**src/logic/sensors_pkg.sv**
```systemverilog
//############################################################
// sensor subsystem package
// address map, data widths, status packet length and the
// structs shared by the command, pixel and buffer paths
//############################################################
package sensors_pkg;

    localparam int NUM_SENSORS         = 4;      // channels
    localparam int SENSOR_GROUP_ADDR   = 'h400;  // channel 0 register base
    localparam int SENSOR_BASE_INC     = 'h40;   // per-channel address step
    localparam int SENSOR_MODE_RADDR   = 0;      // mode register offset
    localparam int SENSOR_STATUS_RADDR = 1;      // status request offset

    localparam int STATUS_REG_BASE     = 'h30;   // packet address byte, channel 0
    localparam int STATUS_REG_INC      = 2;      // address byte step
    localparam int STATUS_PKT_BYTES    = 4;      // addr, mode/seq, line lo, line hi

    localparam int SENSOR_DATA_WIDTH   = 12;     // raw pixel bits
    localparam int BUF_WORD_WIDTH      = 64;     // line buffer word
    localparam int BUF_PAGE_BITS       = 6;      // 64 words per page
    localparam int BUF_NPAGE_BITS      = 2;      // 4 pages
    localparam int LINE_CNT_WIDTH      = 16;

    // one register write off the command bus
    typedef struct packed {
        logic [15:0] addr; // register address
        logic [31:0] data; // register data
    } cmd_wr_t;

    // pixel strobe from a sensor channel
    typedef struct packed {
        logic [SENSOR_DATA_WIDTH-1:0] data;
        logic                         valid; // pixel present
        logic                         last;  // last pixel in line
    } pix_in_t;

    typedef struct packed {
        logic enable; // accept pixels
        logic bpp16;  // 1 - 16 bit pixels, 0 - 8 bit
    } chan_mode_t;

    // packed word towards the line buffer
    typedef struct packed {
        logic [BUF_WORD_WIDTH-1:0] data;
        logic                      valid; // write strobe
        logic                      eol;   // word closes the page
    } buf_wr_t;

endpackage

```
**src/logic/sensor_ctrl.sv**
```systemverilog
//############################################################
// sensor channel control
// decodes the channel address window, holds the mode and the
// status request, sends the four-byte status packet
//############################################################
`timescale 1ns/100ps

module sensor_ctrl import sensors_pkg::*; #(
    parameter int CHAN = 0 // channel number
) (
    input  logic                      mclk,
    input  logic                      rst_n,
    input  cmd_wr_t                   cmd_wr,
    input  logic                      wr_stb,
    input  logic [LINE_CNT_WIDTH-1:0] line_cnt,
    output chan_mode_t                mode,
    output logic [7:0]                status_ad,
    output logic                      status_rq,
    input  logic                      status_start
);

    localparam logic [15:0] BASE   = 16'(SENSOR_GROUP_ADDR + CHAN * SENSOR_BASE_INC);
    localparam logic [7:0]  PKT_AD = 8'(STATUS_REG_BASE + CHAN * STATUS_REG_INC);

    logic                      mode_we;   // mode register hit
    logic                      status_we; // status request hit
    logic [5:0]                seq;       // sequence from last request
    logic [LINE_CNT_WIDTH-1:0] lc_r;      // line count at start
    logic [1:0]                snd_cnt;   // packet byte, 0 - address

    assign mode_we   = wr_stb && (cmd_wr.addr == BASE + 16'(SENSOR_MODE_RADDR));
    assign status_we = wr_stb && (cmd_wr.addr == BASE + 16'(SENSOR_STATUS_RADDR));

    always_comb begin
        case (snd_cnt)
            2'd1:    status_ad = {mode.bpp16, mode.enable, seq};
            2'd2:    status_ad = lc_r[7:0];  // line count low
            2'd3:    status_ad = lc_r[15:8];
            default: status_ad = PKT_AD;     // byte 0 while pending
        endcase
    end

    always_ff @(posedge mclk) begin
        if (status_we) seq <= cmd_wr.data[5:0]; // newer request overwrites
        if (status_start) lc_r <= line_cnt;     // sampled with byte 0
    end

    always_ff @(posedge mclk) begin
        if (!rst_n) begin
            mode      <= '0;
            status_rq <= 1'b0;
            snd_cnt   <= 2'd0;
        end else begin
            if (mode_we) begin
                mode.enable <= cmd_wr.data[0];
                mode.bpp16  <= cmd_wr.data[8];
            end
            if (status_we) status_rq <= 1'b1;
            else if (status_start) status_rq <= 1'b0; // drop after byte 0
            if (status_start) snd_cnt <= 2'd1;
            else if (snd_cnt != 2'd0) begin
                snd_cnt <= (snd_cnt == 2'(STATUS_PKT_BYTES - 1)) ? 2'd0 : snd_cnt + 2'd1;
            end
        end
    end

endmodule

```
**config.mk**
```make
export PLATFORM = sky130hd
export DESIGN_NAME = sensor_ctrl
export DESIGN_NICKNAME = d
export VERILOG_FILES = /design/src/logic/sensors_pkg.sv /design/src/logic/sensor_ctrl.sv
export SDC_FILE = /design/constraint.sdc
export NUM_CORES = 1
export LEC_CHECK = 0
export ABC_AREA = 1
export ABC_CLOCK_PERIOD_IN_PS = 3000
export CORE_AREA = 2 2 45 88
export CTS_CLUSTER_SIZE = 25
export DETAILED_ROUTE_END_ITERATION = 6
export DIE_AREA = 0 0 47 90
export DONT_BUFFER_PORTS = 1
export HOLD_SLACK_MARGIN = 0.12
export PLACE_DENSITY = 0.52
export SLEW_MARGIN = 20
export SYNTH_ARGS = -nofsm -noshare
export SYNTH_HDL_FRONTEND = slang
export SYNTH_SLANG_ARGS = --single-unit
```
**constraint.sdc**
```tcl
create_clock -name mclk -period 3 [get_ports mclk]
set_clock_uncertainty 0.15 [all_clocks]
set_input_delay 0.15 -clock mclk [delete_from_list [all_inputs] [get_ports mclk]]
set_output_delay 0.15 -clock mclk [all_outputs]
set_load 0.02 [all_outputs]
```
After elaboration in Yosys (flattened, before gate mapping)
Index checks and enable logic that the tools add are counted.
Widths: inputs -> output; s select.
{"block": "totals", "reg_bits": 27, "elab_cells": 26}
{"block": "classes", "add_sub_neg": 1, "eq_ne": 5, "mux": 6, "bitwise_logic": 1, "n_reduce_logical": 6}
{"operator": "$eq 16x11->1 const B", "n": 2}
{"operator": "$pmux 8 s3", "n": 1}
{"operator": "$reduce_bool 2->1", "n": 3}
{"operator": "$eq 2x2->1 const B", "n": 2}
{"operator": "$mux 1", "n": 4}
{"operator": "$add 2x1->2 const B", "n": 1}
{"operator": "$eq 2x1->1 const B", "n": 1}
{"operator": "$logic_and 1x1->1", "n": 2}
{"operator": "$mux 2", "n": 1}
{"operator": "$reduce_or 2->1", "n": 1}
{"operator": "$not 1->1", "n": 1}

Logic depth before layout (Yosys ltp)
Gate-level depths: netlist (run 1).
{"block": "depth", "word_depth": 4, "ltp_mapped": 8, "depth_no_buf": 8}

Worst setup path after synthesis (run 1)
Ideal clock, no wire load.
{"block": "synth_path", "path_kind": "register to output", "from": "reg snd_cnt[0]", "to": "out status_ad[0]", "arrival_ns": 1.109, "slack_ns": 1.591, "stages_incl_launch_ff": 8, "path_buffers": 1, "path_cell_list": "dfxtp_1 -> inv_1 -> ha_1 -> clkbuf_1 -> nand2_1 -> nand3_1 -> nand2_1 -> inv_1"}
{"block": "synth_between", "elab_chain_len": 2, "elab_cells_between_ends": 4, "classes_between": "eq/ne: 3; mux: 1"}
{"element": "start, declared", "line": "sensor_ctrl.sv:29", "source": "logic [1:0] snd_cnt;"}
{"element": "start signal, assigned", "line": "sensor_ctrl.sv:62", "source": "snd_cnt <= (snd_cnt == 2'(STATUS_PKT_BYTES - 1)) ? 2'd0 : snd_cnt + 2'd1;"}
{"element": "$eq 2x2->1 / $eq 2x1->1 (equally long branches)", "line": "sensor_ctrl.sv:35", "source": "case (snd_cnt)"}
{"element": "$pmux 8 s3 *", "line": "sensor_ctrl.sv:35"}
{"element": "end, declared", "line": "sensor_ctrl.sv:17", "source": "output logic [7:0] status_ad,"}
Mark *: on every way between the ends. The rest lies on a longest branch, timed or not.

==> impl_metrics.py, run 1 <==
metrics = {
    "logic_synthesis": {
        "synth_seq_area_share": 0.603,
        "synth_top_area_share": 0.523,
        "synth_area_leaders": "edfxtp_1, nand2_1, dfxtp_1",
        "syn_area_per_cell_um2": 9.49,
        "synth_fp_nets": 207,
        "synthDistinctLibCells": 16,
        "syn_area_mm2": 0.00126,
        "synthCells": 133,
        "yosys_register_bits": 27,
        "synth_warnings": 0,
        "yosysTopAreaCell": "edfxtp_1",
    },
    "drt": {
        "drc": 0,
        "dr_total_vias": 1002,
        "wl_per_cell_um": 12.6,
        "dr.first_iter.drc_count": 9,
        "vias_per_cell": 4.64,
        "routed_wl_um": 2730,
        "drtAntennaViolNets": 0,
        "drt_first_pass_iters": 4,
    },
    "layout": {
        "fin_nets": 242,
        "final_layout_size_suffix_gt1_frac": 0.0479,
        "post_layout_nonfiller_instances": 216,
        "n_antenna_cell": 0,
        "synthToLayoutAreaGrowth_pct": 33.5,
    },
    "worst_setup_path": {
        "cp-end-kind": "flip-flop",
        "path_max_fanout": 1,
        "crit_path_max_incr_delay_ns": 0.58,
        "cpMostUsedCell": "dlygate4sd3_1",
        "start_kind": "primary input",
        "critPathTopFamily": "buffers and inverters",
        "critPathSlowestCell": "dlygate4sd3_1",
        "crit_arrival_ns": 2.05,
        "cp_cell_sequence": "dlygate4sd3_1, inv_1, nand4_1, dlygate4sd3_1, nand2_1, nor2_1, dlygate4sd3_1",
        "cp.required_ns": 3.02,
        "crit_buf_inv": 4,
        "critPathKind": "in2reg",
    },
    "clock_tree": {
        "clock-sinks": 27,
        "clock_latency_ns": 0.27,
        "cts_root_buf": "clkbuf_8",
        "cts.clk_slew.worst_paths_ns": 0.09,
        "cts.path.max_buffers": 2,
        "htreeDepth": 1,
        "post_cts_buffers": 0,
        "tritoncts": "built",
        "cts_resized": 0,
        "holdBufCountCts": 32,
        "cts_buffers": 3,
    },
    "global_routing": {
        "gr-usage-met1": 0.150,
        "grt_util_met2": 0.267,
        "antenna_found_initial": 0,
        "busiest_layer": "met2",
        "grt_pass1_vias": 1052,
        "use_met3": 0.0241,
        "grt_start_max_net_pins": 19,
        "grt_overflow": 0,
        "grt_pass1_wl_um": 4530,
        "grt_usage": 0.148,
    },
    "timing": {
        "maxSlewViolCount": 0,
        "setup_viol": 0,
        "rsz0062_at_grt": "false",
        "finalHoldViolCount": 0,
        "maxSlewHeadroom": 0.439,
        "final.min_clock_period_ns": 2.03,
        "fmax_mhz": 492,
        "period_share": 0.678,
        "tightest_slew_ns": 0.839,
        "fin_tns_setup_ns": 0,
    },
    "pwr": {
        "pwr-share-clk": 0.278,
        "combPwrFrac": 0.127,
        "intPower_mw": 0.562,
        "p_total_mw": 0.729,
        "pwr_density_cell_mw_per_mm2": 432,
        "pwr-share-seq": 0.594,
        "ir_worst_vdd_v": 0.000265,
        "power.switching_mw": 0.167,
        "swShare": 0.229,
        "p_leak_nw": 0.693,
    },
    "placement": {
        "portBuffers": 0,
        "place_inst": 180,
        "dp_hpwl_um": 2050,
        "gp_congestion": 0.739,
    },
    "flow_run": {
        "drv_cap": 0,
    },
    "floorplanning": {
        "pin_count": 79,
        "die_area_mm2": 0.00423,
        "fp.coreArea_mm2": 0.00357,
        "std_cell_rows": 31,
        "start_util": 0.354,
        "die_w_um": 47,
        "dieHeight_um": 90,
    },
    "min_path": {
        "hold_path_class": "in2reg",
    },
    "status": {
        "outcome": "finished, final reports clean",
    },
}
[cell usage in the layout (no fill, tap or decap)]
master	count
edfxtp_1	22
dfxtp_1	5
nor2_1	12
clkbuf_8	3
nand4_1	2
nand2_1	39
nand3_2	1
ha_1	6
nand3_1	10
nor3b_1	1
dlygate4sd3_1	32
inv_1	20
nor4_1	2
o21ai_0	2
or3_1	1
clkinvlp_4	1
nor2_2	3
a21oi_1	5
[kinds of logic (layout without fill, tap and decap cells)]
logic type      after synthesis  after routing  synth area share
fa+ha+maj                     6              6            0.0595
simple gates                 71             71             0.245
flops                        27             27             0.603
compound gates                7              7            0.0277
buf+inv                      22             56            0.0654
[power groups by stage]
stage	sequential (mW)	combinational (mW)	clock (mW)
3_5_place_dp	0.442	0.0591	0
2_1_floorplan	0.440	0.0483	0
4_1_cts	0.434	0.0940	0.218
5_1_grt	0.436	0.104	0.233
6_report	0.433	0.0926	0.203
3_3_place_gp	0.442	0.0577	0
[stage by stage]
step | setup slack [ns] | util | hold slack, ns | area, µm²
final | 0.966 | 0.472 | 0.131 | 1690
after global routing | 0.897 | 0.472 | 0.168 | 1690
after CTS | 0.971 | 0.472 | 0.131 | 1690
after detailed placement | 1.39 | 0.369 | 0.0989 | 1320
after global placement | 1.44 | 0.369 | 0.0989 | 1320
after floorplan | 1.59 | - | 0.0989 | 1260
[worst reg2reg max path, cell delays in order (launching register included)]
cell	delay (ns)
dfxtp_1	0.49
inv_1	0.07
nand2_1	0.07
inv_1	0.04
nor2_1	0.10
dlygate4sd3_1	0.54
[synth_stat cells]
library cell  number
o21ai_0            2
or3_1              1
inv_1             20
clkbuf_1           2
nor2_1            12
nand2_1           39
ha_1               6
dfxtp_1            5
nor3b_1            1
a21oi_1            5
nor4_1             2
nand3_1           10
nand4_1            2
edfxtp_1          22
nor2_2             3
nand3_2            1
[path summary, 6_finish.rpt]
kind	from	endpoint	slack, ns	depth (start not counted)
setup / recovery	cmd_wr[8]	mode[0]	0.97	7
hold / removal	cmd_wr[46]	seq[0]	0.13	3
setup reg to reg	mode[0]	mode[0]	1.50	5
hold reg to reg	snd_cnt[1]	snd_cnt[1]	0.43	2
[routing by layer]
layer | wire length (µm) | vias to the layer above | share of wire
met2 | 1590 | 39 | 0.58
met3 | 143 | 5 | 0.052
met5 | 0 | - | 0
met1 | 932 | 460 | 0.34
li1 | - | 498 | -
met4 | 65 | 0 | 0.024
[final cells by class]
cell class	count	area (µm²)
Fill cell	368	1880
Sequential cell	27	761
Multi-Input combinational cell	84	419
Timing Repair Buffer	32	320
Inverter	20	75.1
Tap cell	49	61.3
Clock buffer	3	41.3
Clock inverter	1	7.51
[state kept, by name (all words and copies together), names as in the netlist]
register	cells
snd_cnt	2
seq	6
lc_r	16
status_rq	1
mode	2
Power figures use the tool's default switching activity.
==> run 2, diff against run 1 <==
ABC_CLOCK_PERIOD_IN_PS = 2100   (was 3000)
clock period = 2.1 ns   (was 3 ns; I/O delays follow)
==> impl_metrics.py, run 2 (synthesized netlist as in run 1, its figures left out) <==
metrics = {
    "status": {
        "outcome": "finished, final reports clean",
    },
    "timing": {
        "fmax_mhz": 500,
        "finalHoldViolCount": 0,
        "whs_ns": 0.175,
        "maxSlewHeadroom": 0.436,
        "setup_viol": 0,
        "layout_setup_ws_ns": 0.0989,
        "period_share": 0.953,
        "final.min_clock_period_ns": 2.00,
        "fin_tns_setup_ns": 0,
        "maxSlewViolCount": 0,
        "tightest_slew_ns": 0.843,
        "rsz0062_at_grt": "false",
    },
    "clock_tree": {
        "cts_root_buf": "clkbuf_8",
        "cts.path.max_buffers": 2,
        "cts.clk_slew.worst_paths_ns": 0.09,
        "tritoncts": "built",
        "htreeDepth": 1,
        "clock_latency_ns": 0.27,
        "holdBufCountCts": 41,
        "cts_buffers": 3,
        "clock-sinks": 27,
        "cts_resized": 0,
        "post_cts_buffers": 0,
    },
    "placement": {
        "portBuffers": 0,
        "pre_cts_slack_ns": 0.533,
        "gp_congestion": 0.739,
        "dp_hpwl_um": 2050,
    },
    "pwr": {
        "swShare": 0.229,
        "pwr-share-clk": 0.274,
        "p_leak_nw": 0.731,
        "combPwrFrac": 0.140,
        "power.switching_mw": 0.242,
        "pwr-share-seq": 0.586,
        "ir_worst_vdd_v": 0.000385,
        "intPower_mw": 0.813,
        "pwr_density_cell_mw_per_mm2": 595,
    },
    "worst_setup_path": {
        "r2r_slack_ns": 0.59,
        "cpMostUsedCell": "dlygate4sd3_1",
        "r2r-start": "mode[0]",
        "critPathKind": "in2reg",
        "crit_buf_inv": 4,
        "critPathTopFamily": "buffers and inverters",
        "path_max_fanout": 2,
        "cp-endpoint": "mode[1]",
        "reg2regPathDepth": 5,
        "cp-end-kind": "flip-flop",
        "crit_cells": 7,
        "timing.rr.end": "mode[0]",
        "start_kind": "primary input",
        "critPathSlowestCell": "dlygate4sd3_1",
        "crit_arrival_ns": 2.02,
        "crit_path_max_incr_delay_ns": 0.56,
        "cp-startpoint": "cmd_wr[0]",
        "cp_cell_sequence": "dlygate4sd3_1, inv_1, nand4_1, nand2_1, dlygate4sd3_1, nor2_1, dlygate4sd3_1",
        "cp.required_ns": 2.12,
    },
    "global_routing": {
        "grt_start_max_net_pins": 19,
        "grt_pass1_vias": 1135,
        "grt_overflow": 0,
        "antenna_found_initial": 0,
        "grt_pass1_wl_um": 4960,
        "grt_usage": 0.163,
    },
    "layout": {
        "fin_nets": 251,
        "top_regs": "lc_r: 16 flops, seq: 6 flops",
        "final_common_cell": "dlygate4sd3_1",
        "regMostFlops": "lc_r",
        "mostFrequentLayoutCells": "dlygate4sd3_1, nand2_1, edfxtp_1",
        "synthToLayoutAreaGrowth_pct": 40.6,
        "largest_register_ff_count": 16,
        "nFillCells": 354,
        "n_antenna_cell": 0,
        "final_layout_size_suffix_gt1_frac": 0.0455,
    },
    "flow_run": {
        "drv_cap": 0,
    },
    "drt": {
        "drt_first_pass_iters": 4,
        "routed_wl_um": 2970,
        "drc": 0,
        "dr.first_iter.drc_count": 9,
        "vias_per_cell": 4.64,
        "wl_per_cell_um": 13.2,
        "dr_total_vias": 1044,
        "drtAntennaViolNets": 0,
    },
    "floorplanning": {
        "fp.coreArea_mm2": 0.00357,
        "die_area_mm2": 0.00423,
        "std_cell_rows": 31,
        "die_w_um": 47,
        "pin_count": 79,
        "start_util": 0.354,
        "dieHeight_um": 90,
    },
    "min_path": {
        "min_path_cells": 5,
        "hold_path_class": "in2reg",
    },
}
-- run 2: how the worst min path moves through the flow --
| stage | start | endpoint |
|---|---|---|
| 2_1_floorplan | line_cnt[0] | lc_r[0] |
| 3_3_place_gp | line_cnt[5] | lc_r[5] |
| 3_5_place_dp | line_cnt[8] | lc_r[8] |
| 4_1_cts | cmd_wr[43] | seq[0] |
| 5_1_grt | cmd_wr[43] | seq[2] |
| 6_report | cmd_wr[43] | seq[0] |
-- run 2: layout make-up --
cell class / instances / area (µm²) / area share
flip-flops and latches: 27 / 761 / 0.428
multi-input cells: 84 / 419 / 0.236
repair buffers: 41 / 410 / 0.231
inverters: 20 / 75.1 / 0.0423
well taps: 49 / 61.3 / 0.0345
clock buffers: 3 / 41.3 / 0.0233
clock inverters: 1 / 7.51 / 0.00423
-- run 2: metal layers --
layer  share of wire  track usage  vias to the layer above  wire [µm]
met5               0            0                        -          0
met4           0.011       0.0694                        0         34
met3           0.048       0.0221                        2        142
met2            0.61        0.301                       42       1800
met1            0.33        0.161                      485        989
li1                -            -                      515          -
-- run 2: power by group through the flow --
stage	Combinational (mW)	Sequential [mW]	Clock, mW
after floorplan	0.0690	0.629	0
after global placement	0.0825	0.631	0
after detailed placement	0.0844	0.632	0
after CTS	0.147	0.619	0.312
after global routing	0.165	0.622	0.333
final	0.148	0.619	0.289
-- run 2: tightest hold or removal path, stage by stage --
cell and delay [ns]:
nor2_2 0.02, nand2_1 0.05, nor3b_1 0.05, nand3_1 0.06, nor2_1 0.12
-- run 2: through the flow --
step	utilization	power (mW)	cells	cell area (µm²)
floorplan	-	0.698	133	1260
global placement	0.369	0.713	180	1320
detailed placement	0.369	0.716	180	1320
CTS	0.498	1.08	225	1780
global route	0.498	1.12	225	1780
finish	0.498	1.06	225	1780
==> run 3, diff against run 2 <==
ABC_AREA = unset   (was 1)
CORE_AREA = 2 2 43 84   (was 2 2 45 88)
DIE_AREA = 0 0 45 86   (was 0 0 47 90)
PLACE_DENSITY = unset   (was 0.52)
==> impl_metrics.py, run 3 <==
metrics = {
    "flow_run": {
        "drv_cap": 0,
    },
    "floorplanning": {
        "pin_count": 79,
        "fp.coreArea_mm2": 0.00319,
        "start_util": 0.353,
        "std_cell_rows": 29,
        "dieHeight_um": 86,
        "die_area_mm2": 0.00387,
        "die_w_um": 45,
    },
    "timing": {
        "period_share": 0.970,
        "setup_viol": 0,
        "final.min_clock_period_ns": 2.04,
        "maxSlewHeadroom": 0.435,
        "finalHoldViolCount": 0,
        "rsz0062_at_grt": "false",
        "maxSlewViolCount": 0,
        "tightest_slew_ns": 0.844,
        "fmax_mhz": 491,
        "fin_tns_setup_ns": 0,
    },
    "worst_setup_path": {
        "cp-end-kind": "flip-flop",
        "start_kind": "primary input",
        "r2r_slack_ns": 0.22,
        "reg2regPathDepth": 5,
        "crit_arrival_ns": 2.04,
        "timing.rr.end": "snd_cnt[1]",
        "r2r-start": "snd_cnt[0]",
        "critPathKind": "in2reg",
        "path_max_fanout": 3,
        "cp.required_ns": 2.10,
    },
    "layout": {
        "post_layout_nonfiller_instances": 141,
        "regMostFlops": "lc_r",
        "final_layout_size_suffix_gt1_frac": 0.0636,
        "final_common_cell": "dlygate4sd3_1",
        "fin_nets": 185,
        "n_antenna_cell": 0,
        "synthToLayoutAreaGrowth_pct": 34.2,
        "mostFrequentLayoutCells": "dlygate4sd3_1, edfxtp_1, a222oi_1, nor2_1, a21oi_1",
        "top_regs": "lc_r: 16 flops, seq: 6 flops",
        "largest_register_ff_count": 16,
    },
    "logic_synthesis": {
        "synth_edf_count": 22,
        "yosysMostFrequentCell": "edfxtp_1",
        "yosys_register_bits": 27,
        "synth_area_leaders": "edfxtp_1, dfxtp_1, ha_1",
        "ys_top_cells_by_count": "edfxtp_1, a21oi_1, a222oi_1, ha_1, nor2_1",
        "synth_seq_area_share": 0.676,
        "synthFlopType": "edfxtp_1",
        "async_flop_share": 0,
        "synthCells": 78,
        "synthDistinctLibCells": 24,
        "synth_fp_nets": 152,
        "yosysTopAreaCell": "edfxtp_1",
        "synth_warnings": 0,
        "synth_top_area_share": 0.587,
        "syn_area_per_cell_um2": 14.4,
        "syn_area_mm2": 0.00113,
    },
    "min_path": {
        "hold_path_class": "in2reg",
        "min_path_cells": 4,
        "worstHoldEndpoint": "mode[1]",
        "hold_start": "cmd_wr[46]",
    },
    "placement": {
        "gp_congestion": 0.697,
        "place_inst": 106,
        "portBuffers": 0,
        "dp_hpwl_um": 1890,
    },
    "clock_tree": {
        "clock-sinks": 27,
        "cts.path.max_buffers": 2,
        "htreeDepth": 1,
        "clock_latency_ns": 0.26,
        "cts_root_buf": "clkbuf_8",
        "cts.clk_slew.worst_paths_ns": 0.09,
        "cts_buffers": 3,
        "tritoncts": "built",
    },
    "drt": {
        "drc": 0,
        "drtAntennaViolNets": 0,
        "routed_wl_um": 2750,
        "vias_per_cell": 5.67,
        "dr.first_iter.drc_count": 40,
        "drt_first_pass_iters": 4,
        "dr_total_vias": 800,
        "wl_per_cell_um": 19.5,
    },
    "pwr": {
        "p_leak_nw": 0.520,
        "pwr_density_cell_mw_per_mm2": 670,
        "ir_worst_vdd_v": 0.000571,
    },
    "global_routing": {
        "antenna_found_initial": 0,
        "grt_pass1_wl_um": 4070,
        "grt_usage": 0.147,
        "grt_overflow": 0,
        "grt_start_max_net_pins": 20,
        "grt_pass1_vias": 933,
    },
    "status": {
        "outcome": "finished, final reports clean",
    },
}
run 3: where the power goes:
group	switching [mW]	leakage, nW	internal [mW]
logic	0.0568	0.246	0.0544
registers	0.0106	0.251	0.608
clock network	0.148	0.0228	0.136
total	0.215	0.520	0.798
run 3: worst max-delay path by stage:
stage | end | slack [ns] | from | cells past startpoint
3_3_place_gp | seq[1] | 0.31 | cmd_wr[33] | 3
3_5_place_dp | seq[2] | 0.26 | cmd_wr[33] | 3
6_report | mode[0] | 0.06 | cmd_wr[33] | 5
4_1_cts | status_ad[7] | 0.13 | snd_cnt[1] | 4
2_1_floorplan | seq[0] | 0.48 | cmd_wr[33] | 3
5_1_grt | status_ad[3] | 0.05 | snd_cnt[0] | 4
run 3: metrics by stage:
step / setup slack [ns] / power (mW) / utilization / hold slack [ns] / cell area [µm²]
floorplan: 0.477 / 0.677 / - / 0.0343 / 1130
CTS: 0.130 / 1.02 / 0.473 / 0.130 / 1510
finish: 0.0633 / 1.01 / 0.473 / 0.148 / 1510
global route: 0.0502 / 1.05 / 0.473 / 0.137 / 1510
detailed placement: 0.256 / 0.692 / 0.361 / 0.0454 / 1150
global placement: 0.313 / 0.690 / 0.361 / 0.0404 / 1150
run 3: layer usage:
layer	wire, µm	part of all wire	track usage
met1	827	0.30	0.114
met2	1750	0.64	0.308
met3	125	0.045	0.0253
met4	46	0.017	0.0642
met5	0	0	0
run 3: critical path: stages:
cell and delay [ns]:
or4_4 0.54, dlygate4sd3_1 0.59, or4_4 0.54, o21ai_1 0.17, a21oi_1 0.09
run 3: logic make-up (layout without fill, tap and decap cells):
group                      Yosys count  in the layout  share of synthesized area
and+or+nand+nor                     21             21                      0.120
adders and majority gates            6              6                     0.0667
AOI/OAI and AO/OA                   17             17                      0.109
muxes                                1              1                    0.00889
buffers and inverters                6             38                     0.0200
DFF                                 27             27                      0.676
run 3: layout make-up:
| cell class | count | area, µm² |
|---|---|---|
| sequential | 27 | 761 |
| tap | 31 | 38.8 |
| timing repair buffer | 31 | 310 |
| clock buffer | 4 | 45.0 |
| fill | 298 | 1680 |
| inverter | 3 | 11.3 |
| multi-input combinational | 45 | 345 |
run 3: repair_timing:
| item | in CTS | in global routing |
|---|---|---|
| hold endpoints to repair | 43 | 0 |
| setup buffers | 0 | 0 |
| setup endpoints to repair | 0 | 2 |
| gates resized for setup | 0 | 1 |
| hold buffers | 31 | 0 |
